`config.mk`:
```
export PLATFORM = sky130hd
export DESIGN_NAME = mm_trg_top
export DESIGN_NICKNAME = d
export VERILOG_FILES = /design/src/mm_trg_pkg.sv /design/src/trg_if.sv /design/src/hit_detector.sv /design/src/sample_aligner.sv /design/src/trigger_ctrl.sv /design/src/mm_trg_top.sv
export VERILOG_INCLUDE_DIRS = /design/src
export SDC_FILE = /design/constraint.sdc
export NUM_CORES = 1
export LEC_CHECK = 0
export BUFFER_PORTS_ARGS = -buffer_cell sky130_fd_sc_hd__buf_2
export CAP_MARGIN = 30
export CORE_ASPECT_RATIO = 1.5
export CORE_MARGIN = 1
export CORE_UTILIZATION = 55
export CTS_CLUSTER_SIZE = 28
export DETAILED_ROUTE_END_ITERATION = 6
export GPL_TIMING_DRIVEN = 0
export HOLD_SLACK_MARGIN = 0.03
export PLACE_DENSITY = 0.82
export SLEW_MARGIN = 20
export SYNTH_ARGS = -nofsm -noshare
export SYNTH_HDL_FRONTEND = slang
export SYNTH_SLANG_ARGS = --single-unit
```
`constraint.sdc`:
```
create_clock -name CLK -period 4.5 [get_ports CLK]
set_input_delay 0.45 -clock CLK [delete_from_list [all_inputs] [get_ports CLK]]
set_output_delay 0.45 -clock CLK [all_outputs]
set_load 0.03 [all_outputs]
```
`src/mm_trg_cfg.svh`:
```
`ifndef MM_TRG_CFG_SVH
`define MM_TRG_CFG_SVH

// rf data converter stream width
`define MM_TDATA_W 128

// samples carried in one beat
`define MM_LANES 8

// adc resolution, sample sits in the upper bits of its lane
`define MM_ADC_W 12

// lanes that must all pass the compare for a hit
`define MM_HIT_WIN 8

// longest trigger window in beats
`define MM_ACQ_LEN 100

// beats without hit before the window closes early
`define MM_POST_LEN 38

// width of the pre-acquisition run length
`define MM_PRE_W 5

// time stamp width
`define MM_TS_W 48

// input beat to output beat
`define MM_ALIGN_LAT 3

`endif

```
`src/mm_trg_pkg.sv`:
```
`include "mm_trg_cfg.svh"

package mm_trg_pkg;

  // trigger controller states
  typedef enum logic [1:0] {
    WAIT_RUN,
    ARMED,
    CAPTURE
  } trg_state_e;

  // raw adc sample
  typedef logic signed [`MM_ADC_W-1:0] sample_t;

  // one bit of growth for sample minus baseline
  typedef logic signed [`MM_ADC_W:0] thresh_t;

endpackage

```
`src/trg_if.sv`:
```
`include "mm_trg_cfg.svh"

interface trg_if;

  // aligned beat and its valid
  logic [`MM_TDATA_W-1:0] data;
  logic                   valid;
  // pre-acquisition run reached
  logic                   run_ok;
  // detection window pass
  logic                   hit;

  modport det (
    output hit
  );

  modport align (
    output data,
    output valid,
    output run_ok
  );

  modport ctrl (
    input data,
    input valid,
    input run_ok,
    input hit
  );

endinterface

```
`src/hit_detector.sv`:
```
`include "mm_trg_cfg.svh"

module hit_detector (
  input  logic                   clk,
  input  logic                   resetn,
  input  logic [`MM_TDATA_W-1:0] tdata,
  input  logic                   tvalid,
  input  mm_trg_pkg::sample_t    baseline,
  input  mm_trg_pkg::thresh_t    threshold,
  trg_if.det                     trg
);

  localparam int LANE_W = `MM_TDATA_W / `MM_LANES;
  localparam int N_WIN  = `MM_LANES / `MM_HIT_WIN;

  logic [`MM_LANES-1:0] cmp_d;
  logic [`MM_LANES-1:0] cmp_q;
  logic                 hit_d;

  // per-lane compare of sample minus baseline
  always_comb begin
    mm_trg_pkg::sample_t smp;
    mm_trg_pkg::thresh_t delta;
    for (int i = 0; i < `MM_LANES; i++) begin
      smp      = tdata[LANE_W*i + LANE_W-1 -: `MM_ADC_W];
      // operands widen to 13 bits before the subtract
      delta    = smp - baseline;
      cmp_d[i] = (delta >= threshold);
    end
  end

  // an idle beat never counts
  always_ff @(posedge clk) begin
    if (!resetn || !tvalid) begin
      cmp_q <= '0;
    end else begin
      cmp_q <= cmp_d;
    end
  end

  // all lanes of a window pass, any window will do
  always_comb begin
    hit_d = 1'b0;
    for (int w = 0; w < N_WIN; w++) begin
      hit_d = hit_d | (&cmp_q[w*`MM_HIT_WIN +: `MM_HIT_WIN]);
    end
  end

  always_ff @(posedge clk) begin
    if (!resetn) begin
      trg.hit <= 1'b0;
    end else begin
      trg.hit <= hit_d;
    end
  end

endmodule

```
`src/sample_aligner.sv`:
```
`include "mm_trg_cfg.svh"

module sample_aligner (
  input  logic                   clk,
  input  logic                   resetn,
  input  logic [`MM_TDATA_W-1:0] tdata,
  input  logic                   tvalid,
  input  logic [`MM_PRE_W-1:0]   pre_len,
  trg_if.align                   trg
);

  localparam int LANE_W = `MM_TDATA_W / `MM_LANES;

  logic [`MM_TDATA_W-1:0]  stg1_data;
  logic [`MM_TDATA_W-1:0]  stg2_data;
  logic [`MM_TDATA_W-1:0]  repacked;
  logic [`MM_ALIGN_LAT-1:0] vld_sr;
  logic [`MM_PRE_W-1:0]    pre_cnt;

  // sample moved to the low bits of its lane, upper bits zero
  always_comb begin
    for (int i = 0; i < `MM_LANES; i++) begin
      repacked[LANE_W*i +: LANE_W] =
        {{(LANE_W-`MM_ADC_W){1'b0}}, stg1_data[LANE_W*i + LANE_W-1 -: `MM_ADC_W]};
    end
  end

  // three data stages, repack between the first and second
  always_ff @(posedge clk) begin
    if (!resetn) begin
      stg1_data <= '1;
      stg2_data <= '1;
      trg.data  <= '1;
    end else begin
      stg1_data <= tdata;
      stg2_data <= repacked;
      trg.data  <= stg2_data;
    end
  end

  // valid follows the data through the same number of stages
  always_ff @(posedge clk) begin
    if (!resetn) begin
      vld_sr <= '0;
    end else begin
      vld_sr <= {vld_sr[`MM_ALIGN_LAT-2:0], tvalid};
    end
  end

  assign trg.valid = vld_sr[`MM_ALIGN_LAT-1];

  // consecutive valid beats, restart on a gap
  // run_ok sticks until the next reset
  always_ff @(posedge clk) begin
    if (!resetn) begin
      pre_cnt    <= '0;
      trg.run_ok <= 1'b0;
    end else if (!trg.run_ok) begin
      if (!tvalid) begin
        pre_cnt <= '0;
      end else if (pre_cnt == pre_len - `MM_PRE_W'd1) begin
        trg.run_ok <= 1'b1;
      end else begin
        pre_cnt <= pre_cnt + `MM_PRE_W'd1;
      end
    end
  end

endmodule

```
`src/trigger_ctrl.sv`:
```
`include "mm_trg_cfg.svh"

module trigger_ctrl (
  input  logic                      clk,
  input  logic                      resetn,
  input  logic                      all_module_ready,
  input  logic                      tvalid,
  input  logic [`MM_TS_W-1:0]       cur_time,
  input  mm_trg_pkg::sample_t       baseline,
  input  mm_trg_pkg::thresh_t       threshold,
  trg_if.ctrl                       trg,
  output logic                      triggered,
  output logic [`MM_TS_W-1:0]       time_stamp,
  output mm_trg_pkg::sample_t       baseline_hit,
  output mm_trg_pkg::thresh_t       threshold_hit
);

  localparam int ACQ_W  = $clog2(`MM_ACQ_LEN + 1);
  localparam int POST_W = $clog2(`MM_POST_LEN);

  mm_trg_pkg::trg_state_e state;
  mm_trg_pkg::trg_state_e state_nx;

  logic              ready_q;
  logic [ACQ_W-1:0]  acq_cnt;
  logic [POST_W-1:0] post_cnt;
  logic              start;
  logic              acq_done;
  logic              post_done;

  // any drop of the ready terms aborts one edge later
  always_ff @(posedge clk) begin
    if (!resetn) begin
      ready_q <= 1'b0;
    end else begin
      ready_q <= tvalid & all_module_ready & trg.run_ok;
    end
  end

  assign start     = ready_q && (state == mm_trg_pkg::ARMED) && trg.hit;
  assign acq_done  = (acq_cnt == ACQ_W'(`MM_ACQ_LEN));
  assign post_done = !trg.hit && (post_cnt == POST_W'(`MM_POST_LEN - 1));

  always_comb begin
    state_nx = state;
    case (state)
      mm_trg_pkg::WAIT_RUN: state_nx = mm_trg_pkg::ARMED;
      mm_trg_pkg::ARMED: begin
        if (trg.hit) begin
          state_nx = mm_trg_pkg::CAPTURE;
        end
      end
      mm_trg_pkg::CAPTURE: begin
        if (acq_done || post_done) begin
          state_nx = mm_trg_pkg::ARMED;
        end
      end
      default: state_nx = mm_trg_pkg::WAIT_RUN;
    endcase
  end

  always_ff @(posedge clk) begin
    if (!resetn || !ready_q) begin
      state <= mm_trg_pkg::WAIT_RUN;
    end else begin
      state <= state_nx;
    end
  end

  // window length counters, first beat of the window counts as one
  always_ff @(posedge clk) begin
    if (!resetn) begin
      acq_cnt  <= '0;
      post_cnt <= '0;
    end else if (start) begin
      acq_cnt  <= ACQ_W'(1);
      post_cnt <= '0;
    end else if (state == mm_trg_pkg::CAPTURE) begin
      acq_cnt <= acq_cnt + ACQ_W'(1);
      // restart on every hit beat
      if (trg.hit) begin
        post_cnt <= '0;
      end else begin
        post_cnt <= post_cnt + POST_W'(1);
      end
    end
  end

  // snapshot on the edge the window opens
  always_ff @(posedge clk) begin
    if (!resetn) begin
      time_stamp    <= '0;
      baseline_hit  <= baseline;
      threshold_hit <= threshold;
    end else if (start) begin
      time_stamp    <= cur_time;
      baseline_hit  <= baseline;
      threshold_hit <= threshold;
    end
  end

  assign triggered = (state == mm_trg_pkg::CAPTURE);

endmodule

```
`src/mm_trg_top.sv`:
```
`include "mm_trg_cfg.svh"

module mm_trg_top (
  input  logic                   CLK,
  input  logic                   RESETN,
  input  logic [`MM_TDATA_W-1:0] TDATA,
  input  logic                   TVALID,
  input  logic                   ALL_MODULE_READY,
  input  logic [`MM_PRE_W-1:0]   PRE_ACQ_LEN,
  input  mm_trg_pkg::thresh_t    THRESHOLD_VAL,
  input  mm_trg_pkg::sample_t    BASELINE,
  input  logic [`MM_TS_W-1:0]    CURRENT_TIME,
  output logic [`MM_TS_W-1:0]    TIME_STAMP,
  output mm_trg_pkg::sample_t    BASELINE_WHEN_HIT,
  output mm_trg_pkg::thresh_t    THRESHOLD_WHEN_HIT,
  output logic                   TRIGGERED,
  output logic [`MM_TDATA_W-1:0] DATA,
  output logic                   VALID
);

  logic [`MM_PRE_W-1:0] pre_len_q;
  mm_trg_pkg::sample_t  baseline_q;
  mm_trg_pkg::thresh_t  threshold_q;

  trg_if trg_bus ();

  // configuration follows the inputs while in reset, then holds
  always_ff @(posedge CLK) begin
    if (!RESETN) begin
      pre_len_q   <= PRE_ACQ_LEN;
      baseline_q  <= BASELINE;
      threshold_q <= THRESHOLD_VAL;
    end
  end

  hit_detector u_hit (
    .clk       (CLK),
    .resetn    (RESETN),
    .tdata     (TDATA),
    .tvalid    (TVALID),
    .baseline  (baseline_q),
    .threshold (threshold_q),
    .trg       (trg_bus.det)
  );

  sample_aligner u_align (
    .clk     (CLK),
    .resetn  (RESETN),
    .tdata   (TDATA),
    .tvalid  (TVALID),
    .pre_len (pre_len_q),
    .trg     (trg_bus.align)
  );

  trigger_ctrl u_ctrl (
    .clk              (CLK),
    .resetn           (RESETN),
    .all_module_ready (ALL_MODULE_READY),
    .tvalid           (TVALID),
    .cur_time         (CURRENT_TIME),
    .baseline         (baseline_q),
    .threshold        (threshold_q),
    .trg              (trg_bus.ctrl),
    .triggered        (TRIGGERED),
    .time_stamp       (TIME_STAMP),
    .baseline_hit     (BASELINE_WHEN_HIT),
    .threshold_hit    (THRESHOLD_WHEN_HIT)
  );

  // aligned stream leaves from the aligner stages
  assign DATA  = trg_bus.data;
  assign VALID = trg_bus.valid;

endmodule

```
# Yosys cells after proc, flatten, opt, wreduce, memory -nomap -nowiden
# Cells that the tools add are included.
dict set report classes {
  addsub 12
  n_lt_le_gt_ge 8
  eq_ne 9
  mux 16
  bitwise 4
  n_reduce_logical 16
}
# cell count
set op_table {}
lappend op_table {{two-way mux 128 bit} 1}
lappend op_table {{>= comparator 13 bit} 8}
lappend op_table {{subtractor 12 x 12 -> 13 bit} 8}
lappend op_table {{two-way mux 13 bit} 2}
lappend op_table {{two-way mux 12 bit} 2}
lappend op_table {{two-way mux 5 bit} 2}
lappend op_table {{AND reduction 8 bit} 1}
lappend op_table {{adder 7 x 1 -> 7 bit (second input constant)} 1}
lappend op_table {{== test 7 bit (second input constant)} 1}
lappend op_table {{adder 6 x 1 -> 6 bit (second input constant)} 1}
lappend op_table {{== test 6 bit (second input constant)} 1}
lappend op_table {{two-way mux 6 bit} 1}
lappend op_table {{one-hot mux 2 bit (3 select lines)} 1}
lappend op_table {{adder 5 x 1 -> 5 bit (second input constant)} 1}
lappend op_table {{== test 5 bit} 1}
lappend op_table {{two-way mux 1 bit} 5}
lappend op_table {{subtractor 5 x 1 -> 5 bit (second input constant)} 1}
lappend op_table {{logical NOT 1 bit} 4}
lappend op_table {{two-way mux 2 bit} 2}
lappend op_table {{inequality test 2 x 1 -> 1 bit (second input constant)} 2}
lappend op_table {{inequality test 2 bit (second input constant)} 2}
lappend op_table {{AND reduction 2 bit} 2}
lappend op_table {{logical AND 1 bit} 3}
lappend op_table {{logical OR 1 bit} 3}
lappend op_table {{7 further kinds} 9}
dict set report totals {
  reg_bits 521
  in_bits 210
  output_inout_bits 203
  elab_cells 85
}

# Longest topological paths before layout
# Gate-level depths: netlist (run 1).
dict set report logic_depth {
  depth_word 5
  ltp_mapped 15
  depth_no_buf 15
}

# Hierarchy
# From an unflattened synthesis (run 1), not the netlist that was laid out.
dict set report hier_totals {
  cells_unflattened 1898
  area_unflattened_um2 19338.5
}
# mod instances cells_each area_each_um2 seq_area_each_um2
set modules_own_cells {}
lappend modules_own_cells {sample_aligner 1 704 8541.9 5985.7}
lappend modules_own_cells {hit_detector 1 841 6662.6 180.2}
lappend modules_own_cells {trigger_ctrl 1 322 3229.3 2031.9}
lappend modules_own_cells {mm_trg_top 1 31 904.6 900.9}

# Worst setup path after synthesis (run 1)
# No wires, ideal clock.
dict set report synth_path {
  path_type {register to register}
  start {register baseline_q[1]}
  end {register u_hit.cmp_q[1]}
  setup_ps 139
  t_arrival_ps 3439
  required_ps 4361
  path_slack_ps 921
  stages_incl_launch_ff 14
  path_buffers 0
  synth_period_minus_slack_ps 3579
  path_cell_list {edfxtp_1 > inv_1 > ha_1 > nor2b_1 > o31a_1 > o221a_1 > or4_1 > o211ai_1 > ha_1 > a21oi_1 > o211ai_1 > a21o_1 > a2111oi_0 > a221oi_1}
}
dict set report synth_via {
  elab_chain_len 2
}
# item line
set synth_lines {}
lappend synth_lines {{start: declaration} mm_trg_top.sv:22} ;# mm_trg_pkg::sample_t baseline_q;
lappend synth_lines {{start signal: assignment} mm_trg_top.sv:31} ;# baseline_q <= BASELINE;
lappend synth_lines {{subtractor 12 x 12 -> 13 bit} hit_detector.sv:27} ;# delta = smp - baseline;
lappend synth_lines {{>= comparator 13 bit} hit_detector.sv:28} ;# cmp_d[i] = (delta >= threshold);
lappend synth_lines {{end signal: assignment} hit_detector.sv:37} ;# cmp_q <= cmp_d;
lappend synth_lines {{end: declaration} hit_detector.sv:17} ;# logic [`MM_LANES-1:0] cmp_q;
# No other way between the ends.
# A chain may end at the register's enable or synchronous reset.

# Worst setup path after layout (run 1)
dict set report layout_path {
  start {register baseline_q[4]}
  end {register u_hit.cmp_q[6]}
}
# Same word-level chain as after synthesis.

==> results by group, run 1 <==
Flow run
  • Max-Cap Viols: 0

Synth
  • Post-Syn Area: 0.0192 sq mm
  • Distinct cells, synth: 71
  • Post-synth EDFFs: 55
  • Gate Count Post-Synth: 1,922
  • Top FF cell, synth: dfxtp_1
  • Top-count cell post-synth: dfxtp_1
  • Top cells by area, synth: dfxtp_1, ha_1, nand2b_1
  • Yosys top cell area share: 0.389
  • Share of the yosys chip area belonging to registers: 0.475
  • Syn Area/Cell: 9.97 sq um
  • Syn nets: 2,346
  • Synth area leader: dfxtp_1
  • Post-synth ARST share: 0
  • Syn. warnings: 0
  • Synth Register Bits: 427
  • Synth cell count leaders: dfxtp_1, nand2b_1, ha_1, nand2_1, a21oi_1

Clocking
  • Worst-Skew Late Latency: 0.56 ns
  • # resized after CTS: 0
  • CTS tree: built
  • CTS Hold Bufs: 0
  • Clock root buffer: clkbuf_16
  • Post-CTS Setup Inserts: 0
  • CTS max path bufs: 3
  • Htree depth: 2
  • Cts bufs inserted: 39
  • CTS Sinks: 427
  • Clock-pin slew on the worst setup and hold paths: 0.07 ns

Floorplanning
  • Chip height: 231 um
  • Full die area: 0.0356 sq mm
  • Core Area: 0.0343 sq mm
  • Die W: 154 um
  • IO Pins: 413
  • Number of core rows: 83
  • Starting Density: 0.559

Routing
  • Final ANT Viol Nets: 0
  • Routed wire length: 52,600 um
  • TritonRoute pass-1 iters: 5
  • Vias per cell: 5.54
  • DR WL/cell: 18.7 um
  • Iter 0 DRT Violations: 847
  • DRC viols: 0
  • Via count: 15.5k

Power
  • Worst vdd ir: 0.000332 V
  • Static leakage: 10.0 nW
  • Pwr Density: 410 mW/mm^2

Worst setup path
  • Top delay family on crit path: compound AO/OA/AOI/OAI gates
  • Crit path max fanout: 8
  • Crit path largest cell delay: 0.58 ns
  • CP cell instances: inv_1 -> ha_1 -> o21a_1 -> o21ai_0 -> o21ba_1 -> or4_1 -> o211ai_1 -> ha_1 -> nand3_1 -> o221ai_1 -> a21o_1 -> a2111oi_0 -> a221oi_1
  • CP max stage cell: inv_1
  • Most used cell, CP: ha_1
  • Critical path endpoint category: flop
  • Crit Path Class: reg -> reg
  • WP buf/inv: 1
  • Reg-to-reg startpoint: baseline_q[4]$_DFFE_PN_
  • Crit path from: baseline_q[4]$_DFFE_PN_
  • Worst EP required: 4.87 ns
  • Startpoint types: flop
  • Critical Path AT: 4.55 ns

STA
  • Worst slew pin tran: 0.931 ns
  • Tcrit/Tclk final: 0.927
  • Worst hold margin: 0.0663 ns
  • Worst slew margin: 0.379
  • Slew Limit Fails: 0
  • Final min period: 4.17 ns
  • Layout Skew: 0.0174 ns
  • Final setup TNS: 0 ns
  • Fin. Hold Viols: 0
  • RSZ-0062 raised after global routing: false
  • Number of endpoints failing setup at the final stage: 0
  • Fmax: 240 MHz

Finish
  • Nets: 2,772
  • Design Area, Final: 0.0230 sq mm
  • Fillcell total: 2,598
  • Fraction of layout cells with a size suffix above 1: 0.212
  • Area growth syn-to-layout: 20.0%

Global routing
  • Met1 usage in global routing: 0.292
  • Gr busiest metal: met2
  • Grt ovf: 0
  • First-pass GRT wire length: 79,700 um
  • Largest net degree at the start of global routing: 34
  • Vias in the first global route: 15.5k
  • GRT Total Usage: 0.293
  • Initial antenna violation count: 7
  • M3 GR Usage: 0.0574
  • Met2 Use GR: 0.544

Place
  • Number of port buffers: 380
  • Post-place instance area: 0.0217 sq mm
  • GPL Wtd Cong: 0.872
  • HPWL after DPL: 38,900 um

Worst hold path
  • HP Class: in -> reg
  • Worst Min Path Start: BASELINE[4]

Status
  • Status: completed
where the power goes:
| group | leakage, nW | internal, W | switching [W] |
|---|---|---|---|
| clock network | 0.656 | 0.00192 | 0.00146 |
| registers | 3.60 | 0.00402 | 0.0000560 |
| logic | 5.78 | 0.000820 | 0.00116 |
| total | 10.0 | 0.00676 | 0.00267 |
final timing paths:
check                                                         end  slack, ns  cells after the start
worst max register to register          u_hit.cmp_q[6]$_SDFF_PP0_       0.33                     13
worst max-delay path                    u_hit.cmp_q[6]$_SDFF_PP0_       0.33                     13
worst min-delay path                      baseline_q[4]$_DFFE_PN_       0.07                      1
worst min register to register  u_align.stg2_data[121]$_SDFF_PN1_       0.40                      1
sequential cells by signal, indices dropped and copies added (netlist names):
register	count
u_align.trg.run_ok	1
u_align.vld_sr	3
u_hit.trg.hit	1
u_ctrl.baseline_hit	12
u_ctrl.post_cnt	6
threshold_q	13
u_ctrl.ready_q	1
u_ctrl.time_stamp	48
u_ctrl.state	2
pre_len_q	5
u_align.stg2_data	97
u_align.stg1_data	96
baseline_q	12
u_ctrl.threshold_hit	13
u_ctrl.acq_cnt	7
u_hit.cmp_q	8
u_align.pre_cnt	5
u_align.trg.data	97
worst reg2reg max path: stages (launching register included):
cell and delay [ns]:
edfxtp_1 0.41, inv_1 0.58, ha_1 0.44, o21a_1 0.21, o21ai_0 0.13, o21ba_1 0.18, or4_1 0.48, o211ai_1 0.14
ha_1 0.29, nand3_1 0.11, o221ai_1 0.11, a21o_1 0.18, a2111oi_0 0.57, a221oi_1 0.16
routing by layer:
layer  share of wire  vias to the layer above
li1                -                     7458
met3           0.063                      203
met1            0.36                     7264
met2            0.51                      614
met4           0.069                        4
met5         0.00051                        -
stage by stage:
stage	instances	power (W)	utilization	worst slack, ns
finish	2807	0.00943	0.671	0.327
global route	2806	0.00986	0.671	0.259
CTS	2801	0.00946	0.670	0.224
detailed placement	2730	0.00610	0.632	0.229
global placement	2727	0.00599	0.630	0.317
floorplan	1922	0.00553	-	0.921
area by class of cell:
type | count | area [sq um] | share of cell area
clock inverters | 17 | 164 | 0.00713
plain buffers | 84 | 439 | 0.0191
multi-input cells | 1322 | 9300 | 0.404
flip-flops and latches | 427 | 9100 | 0.396
repair buffers | 385 | 1980 | 0.0862
clock buffers | 54 | 1140 | 0.0497
well taps | 425 | 532 | 0.0231
inverters | 89 | 334 | 0.0145
diodes | 4 | 10.0 | 0.000435
layout by cell type (no fill, tap or decap), types with 8 or more instances in the layout:
cell / n
and3_1: 11
nor2_1: 79
a211oi_1: 14
o22ai_1: 12
nor3_1: 24
fa_1: 8
xor2_1: 28
a21o_1: 23
a221oi_1: 14
nand3_1: 39
buf_4: 31
nand2b_1: 300
xnor2_1: 46
clkbuf_8: 9
inv_1: 88
o21ai_0: 51
clkbuf_1: 51
o211ai_1: 8
nand4_1: 12
a21oi_1: 132
o21a_1: 19
dfxtp_1: 372
clkbuf_16: 40
ha_1: 206
a31oi_1: 15
buf_2: 385
nor2b_1: 22
nand2_1: 159
edfxtp_1: 55
kinds of logic after synthesis:
| logic type | Yosys count | synth area share |
|---|---|---|
| adders and majority gates | 214 | 0.143 |
| muxes | 3 | 0.00170 |
| buffers and inverters | 173 | 0.0403 |
| DFF | 427 | 0.475 |
| xor gates and xnor gates | 74 | 0.0338 |
| and+or+nand+nor | 679 | 0.188 |
| AOI/OAI and AO/OA | 352 | 0.119 |
Power figures use the tool's default switching activity.
==> run 2: changes to the inputs <==
--- a/config.mk
+++ b/config.mk
@@ -15,7 +15,7 @@
 export DETAILED_ROUTE_END_ITERATION = 6
 export GPL_TIMING_DRIVEN = 0
 export HOLD_SLACK_MARGIN = 0.03
-export PLACE_DENSITY = 0.82
+export PLACE_DENSITY_LB_ADDON = 0.15
 export SLEW_MARGIN = 20
 export SYNTH_ARGS = -nofsm -noshare
 export SYNTH_HDL_FRONTEND = slang
==> results by group, run 2 (synthesis gave the netlist of run 1 again) <==
Flow run
  • Max-Cap Viols: 0

STA
  • Final min period: 4.05 ns
  • Fin. Hold Viols: 0
  • Tcrit/Tclk final: 0.901
  • Final setup TNS: 0 ns
  • Worst hold margin: 0.0621 ns
  • Slew Limit Fails: 0
  • Worst slew margin: 0.341
  • Number of endpoints failing setup at the final stage: 0
  • Worst setup margin: 0.445 ns
  • Worst slew pin tran: 0.988 ns
  • RSZ-0062 raised after global routing: false
  • Fmax: 247 MHz
  • Layout Skew: 0.0199 ns

Worst hold path
  • Worst Min Path Start: BASELINE[1]
  • WHS Endpoint: baseline_q[1]$_DFFE_PN_
  • HP Class: in -> reg
  • Hold Path Depth: 1

Clocking
  • CTS max path bufs: 3
  • CTS Sinks: 427
  • Clock root buffer: clkbuf_16
  • Htree depth: 2
  • Clock-pin slew on the worst setup and hold paths: 0.07 ns
  • Worst-Skew Late Latency: 0.56 ns
  • Cts bufs inserted: 39
  • CTS tree: built

Worst setup path
  • FF-to-FF path depth: 13
  • R2r endpoint: u_hit.cmp_q[1]$_SDFF_PP0_
  • Critical path endpoint category: flop
  • CP max stage cell: inv_1
  • WP buf/inv: 1
  • Top delay family on crit path: compound AO/OA/AOI/OAI gates
  • Critical Path AT: 4.43 ns
  • CP Depth: 13
  • Crit path largest cell delay: 0.51 ns
  • CP cell instances: inv_1 -> ha_1 -> o21a_1 -> o31a_1 -> o221a_1 -> or4_1 -> o211ai_1 -> ha_1 -> a21oi_1 -> o211ai_1 -> a21o_1 -> a2111oi_0 -> a221oi_1
  • R2R Setup Slk: 0.45 ns
  • Crit Path Class: reg -> reg
  • Crit path max fanout: 8
  • Reg-to-reg startpoint: baseline_q[2]$_DFFE_PN_
  • Startpoint types: flop
  • Worst EP required: 4.88 ns

Global routing
  • Vias in the first global route: 14.6k
  • First-pass GRT wire length: 74,700 um
  • Initial antenna violation count: 4
  • GRT Total Usage: 0.272
  • Largest net degree at the start of global routing: 33
  • Grt ovf: 0

Routing
  • Final ANT Viol Nets: 0
  • Iter 0 DRT Violations: 800
  • Via count: 15.2k
  • DR WL/cell: 17.4 um
  • Vias per cell: 5.40
  • Routed wire length: 48,900 um
  • DRC viols: 0
  • TritonRoute pass-1 iters: 6

Power
  • Worst vdd ir: 0.000326 V
  • Static leakage: 10.0 nW
  • Pwr Density: 406 mW/mm^2

Floorplanning
  • Core Area: 0.0343 sq mm
  • Starting Density: 0.559
  • IO Pins: 413
  • Die W: 154 um
  • Number of core rows: 83
  • Full die area: 0.0356 sq mm
  • Chip height: 231 um

Finish
  • Area growth syn-to-layout: 20.2%
  • Largest regs: u_align.stg2_data (97), u_align.trg.data (97), u_align.stg1_data (96)
  • Nets: 2,777
  • Most frequent cells in the layout: buf_2, dfxtp_1, nand2b_1
  • Fraction of layout cells with a size suffix above 1: 0.213
  • Most common cell after layout, fill and taps aside: buf_2

Place
  • HPWL after DPL: 36,700 um
  • Number of port buffers: 380
  • Post-place setup slack: 0.142 ns
  • GPL Wtd Cong: 0.878

Status
  • Status: completed
==> run 2: cell count changes in the layout (fill, tap and decap cells not counted), sizes merged, moves of 2 or more <==
cell,delta
buf,+5
clkinv,+4
clkbuf,-3
clkinvlp,+4
diode,-2
inv,-5
==> run 2: worst max-delay path by stage <==
| stage | start | end | slack, ns |
|---|---|---|---|
| global route | baseline_q[2]$_DFFE_PN_ | u_hit.cmp_q[1]$_SDFF_PP0_ | 0.22 |
| finish | baseline_q[2]$_DFFE_PN_ | u_hit.cmp_q[1]$_SDFF_PP0_ | 0.45 |
| floorplan | baseline_q[1]$_DFFE_PN_ | u_hit.cmp_q[1]$_SDFF_PP0_ | 0.92 |
| CTS | baseline_q[1]$_DFFE_PN_ | u_hit.cmp_q[1]$_SDFF_PP0_ | 0.12 |
| global placement | baseline_q[1]$_DFFE_PN_ | u_hit.cmp_q[1]$_SDFF_PP0_ | 0.23 |
| detailed placement | baseline_q[1]$_DFFE_PN_ | u_hit.cmp_q[1]$_SDFF_PP0_ | 0.14 |
==> run 2: layout make-up <==
type                       count  area (sq um)
fill                        2763         11200
timing repair buffer         390          2050
clock inverter                21           216
clock buffer                  51          1070
buffer                        84           439
antenna                        2          5.00
inverter                      89           338
tap                          425           532
multi-input combinational   1322          9300
sequential                   427          9100
==> run 2: what timing repair did <==
item | CTS | global route
endpoints found under the setup margin | 0 | 2
buffers inserted | 0 | 5
gates resized for setup | 0 | 1
hold buffers | 0 | 0
==> run 2: metrics by stage <==
step                utilization  cells  area [sq um]  total power, W
floorplan                     -   1922         19200         0.00553
global placement          0.630   2727         21600         0.00600
detailed placement        0.633   2731         21700         0.00609
CTS                       0.670   2803         23000         0.00940
global route              0.672   2810         23000         0.00981
finish                    0.672   2811         23000         0.00936
==> run 2: where the power goes <==
group | total, W | internal (W) | switching, W
sequential | 0.00408 | 0.00402 | 0.0000541
combinational | 0.00196 | 0.000824 | 0.00114
clock | 0.00332 | 0.00188 | 0.00144
total | 0.00936 | 0.00672 | 0.00263
==> run 2: worst reg2reg max path: stages, from the launching register on <==
cell and delay [ns]:
edfxtp_1 0.38, inv_1 0.51, ha_1 0.41, o21a_1 0.21
o31a_1 0.15, o221a_1 0.23, or4_1 0.46, o211ai_1 0.16
ha_1 0.32, a21oi_1 0.14, o211ai_1 0.10, a21o_1 0.18
a2111oi_0 0.44, a221oi_1 0.19
==> run 2: per-layer routing <==
layer	wire length [um]	global-route usage	share of wire
met3	2890	0.0482	0.059
met5	23	0	0.00047
met4	1950	0.117	0.040
met2	24800	0.503	0.51
met1	19300	0.304	0.39
==> run 3: changes to the inputs <==
==> constraint.sdc (replaced) <==
create_clock -name CLK -period 3.9 [get_ports CLK]
set_input_delay 0.39 -clock CLK [delete_from_list [all_inputs] [get_ports CLK]]
set_output_delay 0.39 -clock CLK [all_outputs]
set_load 0.03 [all_outputs]
==> results by group, run 3 (synthesis gave the netlist of run 1 again) <==
Status
  • Status: completed

Finish
  • Most common cell after layout, fill and taps aside: buf_2
  • Most frequent cells in the layout: buf_2, dfxtp_1, nand2b_1
  • FF/Latch Area: 0.00910 sq mm
  • Fraction of layout cells with a size suffix above 1: 0.220
  • Fillcell total: 2,698
  • Nets: 2,824
  • Area growth syn-to-layout: 22.8%
  • Largest regs: u_align.stg2_data (97), u_align.trg.data (97), u_align.stg1_data (96)
  • Multi-input combinational cell area: 0.00931 sq mm

Place
  • HPWL after DPL: 36,700 um
  • Number of port buffers: 380
  • GPL Wtd Cong: 0.878

Routing
  • Iter 0 DRT Violations: 788
  • Highest metal layer with signal wires: met5
  • Final ANT Viol Nets: 0
  • TritonRoute pass-1 iters: 5
  • Via count: 15.4k
  • DR WL/cell: 17.5 um
  • DRC viols: 0
  • Met1 WL: 19,200 um
  • Routed wire length on met3: 3260 um
  • Routed wire length: 49,900 um
  • Vias per cell: 5.38
  • WL met2: 25,300 um

Floorplanning
  • Full die area: 0.0356 sq mm
  • Core Area: 0.0343 sq mm
  • Die W: 154 um
  • Starting Density: 0.559
  • IO Pins: 413
  • Chip height: 231 um
  • Number of core rows: 83

Worst setup path
  • Startpoint types: flop
  • Critical Path AT: 4.13 ns
  • Worst EP required: 4.29 ns
  • Critical path endpoint category: flop
  • Crit path max fanout: 8
  • Crit Path Class: reg -> reg

Clocking
  • CTS max path bufs: 3
  • CTS tree: built
  • Cts bufs inserted: 39
  • Htree depth: 2
  • CTS Sinks: 427
  • Clock-pin slew on the worst setup and hold paths: 0.07 ns
  • Clock root buffer: clkbuf_16
  • Worst-Skew Late Latency: 0.55 ns

STA
  • Worst slew margin: 0.356
  • RSZ-0062 raised after global routing: false
  • Number of endpoints failing setup at the final stage: 0
  • Tcrit/Tclk final: 0.959
  • Layout Skew: 0.0184 ns
  • Final setup TNS: 0 ns
  • Slew Limit Fails: 0
  • Worst slew pin tran: 0.966 ns
  • Fin. Hold Viols: 0
  • Final min period: 3.74 ns
  • Fmax: 267 MHz

Worst hold path
  • HP Class: in -> reg

Power
  • Static leakage: 10.2 nW
  • Net Sw Frac: 0.282
  • Int Pwr: 0.00780 W
  • Pwr Density: 462 mW/mm^2
  • Design Power: 0.0109 W
  • Comb pwr share: 0.214
  • P_sw: 0.00306 W
  • Worst vdd ir: 0.000412 V
  • Seq pwr share: 0.433
  • Clk pwr share: 0.353

Global routing
  • Grt ovf: 0
  • Initial antenna violation count: 3
  • GRT Total Usage: 0.278
  • First-pass GRT wire length: 76,400 um
  • Vias in the first global route: 14.9k
  • Largest net degree at the start of global routing: 33

Flow run
  • Max-Cap Viols: 0
-- run 3: area by class of cell --
| class | count | share of cell area |
|---|---|---|
| diodes | 2 | 0.000213 |
| clock inverters | 21 | 0.00920 |
| plain buffers | 84 | 0.0187 |
| inverters | 89 | 0.0156 |
| well taps | 425 | 0.0226 |
| flip-flops and latches | 427 | 0.387 |
| clock buffers | 51 | 0.0455 |
| repair buffers | 437 | 0.106 |
| multi-input cells | 1322 | 0.396 |
-- run 3: worst paths after layout --
| kind | startpoint | end | slack [ns] | depth (start not counted) |
|---|---|---|---|---|
| max | baseline_q[1]$_DFFE_PN_ | u_hit.cmp_q[6]$_SDFF_PP0_ | 0.16 | 14 |
| min | TDATA[29] | u_align.stg1_data[29]$_SDFF_PN1_ | 0.05 | 2 |
| max reg2reg | baseline_q[1]$_DFFE_PN_ | u_hit.cmp_q[6]$_SDFF_PP0_ | 0.16 | 14 |
| min reg2reg | u_align.stg1_data[7]$_SDFF_PN1_ | u_align.stg2_data[3]$_SDFF_PN1_ | 0.40 | 1 |
-- run 3: through the flow --
| step | instances | hold WS, ns | worst slack, ns | utilization | area (sq um) |
|---|---|---|---|---|---|
| global placement | 2727 | 0.389 | -0.372 | 0.630 | 21600 |
| floorplan | 1922 | 0.386 | 0.321 | - | 19200 |
| detailed placement | 2731 | 0.392 | -0.458 | 0.633 | 21700 |
| finish | 2858 | 0.0476 | 0.158 | 0.687 | 23500 |
| global route | 2858 | 0.0351 | 0.0101 | 0.687 | 23500 |
| CTS | 2844 | 0.0303 | 0.0152 | 0.682 | 23400 |
-- run 3: repair_timing --
| item | 4_1_cts | 5_1_grt |
|---|---|---|
| hold buffers | 31 | 0 |
| pin swaps | 0 | 0 |
| buffers inserted | 10 | 11 |
| setup endpoints to repair | 6 | 4 |
| gates resized for setup | 6 | 8 |
| endpoints found under the hold margin | 31 | 0 |
-- run 3: per-layer routing --
layer / track usage / up-vias
met2: 0.514 / 569
li1: - / 7547
met5: 0 / -
met3: 0.0445 / 128
met4: 0.130 / 2
met1: 0.309 / 7122
-- run 3: critical path, stage by stage, from the launching register on --
cell and delay (ns):
edfxtp_1 0.46, clkinvlp_4 0.17, buf_4 0.22, ha_1 0.28, nor2b_1 0.14, o31a_1 0.29
o21ba_1 0.22, or4_1 0.46, o211ai_1 0.12, ha_1 0.28, nand3_1 0.11, o221ai_1 0.11
a21o_1 0.20, a2111oi_1 0.40, a221oi_1 0.12
-- run 3: power by group through the flow --
stage	Combinational (W)	Sequential, W	Clock, W
3_3_place_gp	0.00213	0.00480	0
3_5_place_dp	0.00222	0.00480	0
5_1_grt	0.00259	0.00472	0.00408
6_report	0.00233	0.00470	0.00383
4_1_cts	0.00228	0.00470	0.00390
2_1_floorplan	0.00150	0.00489	0
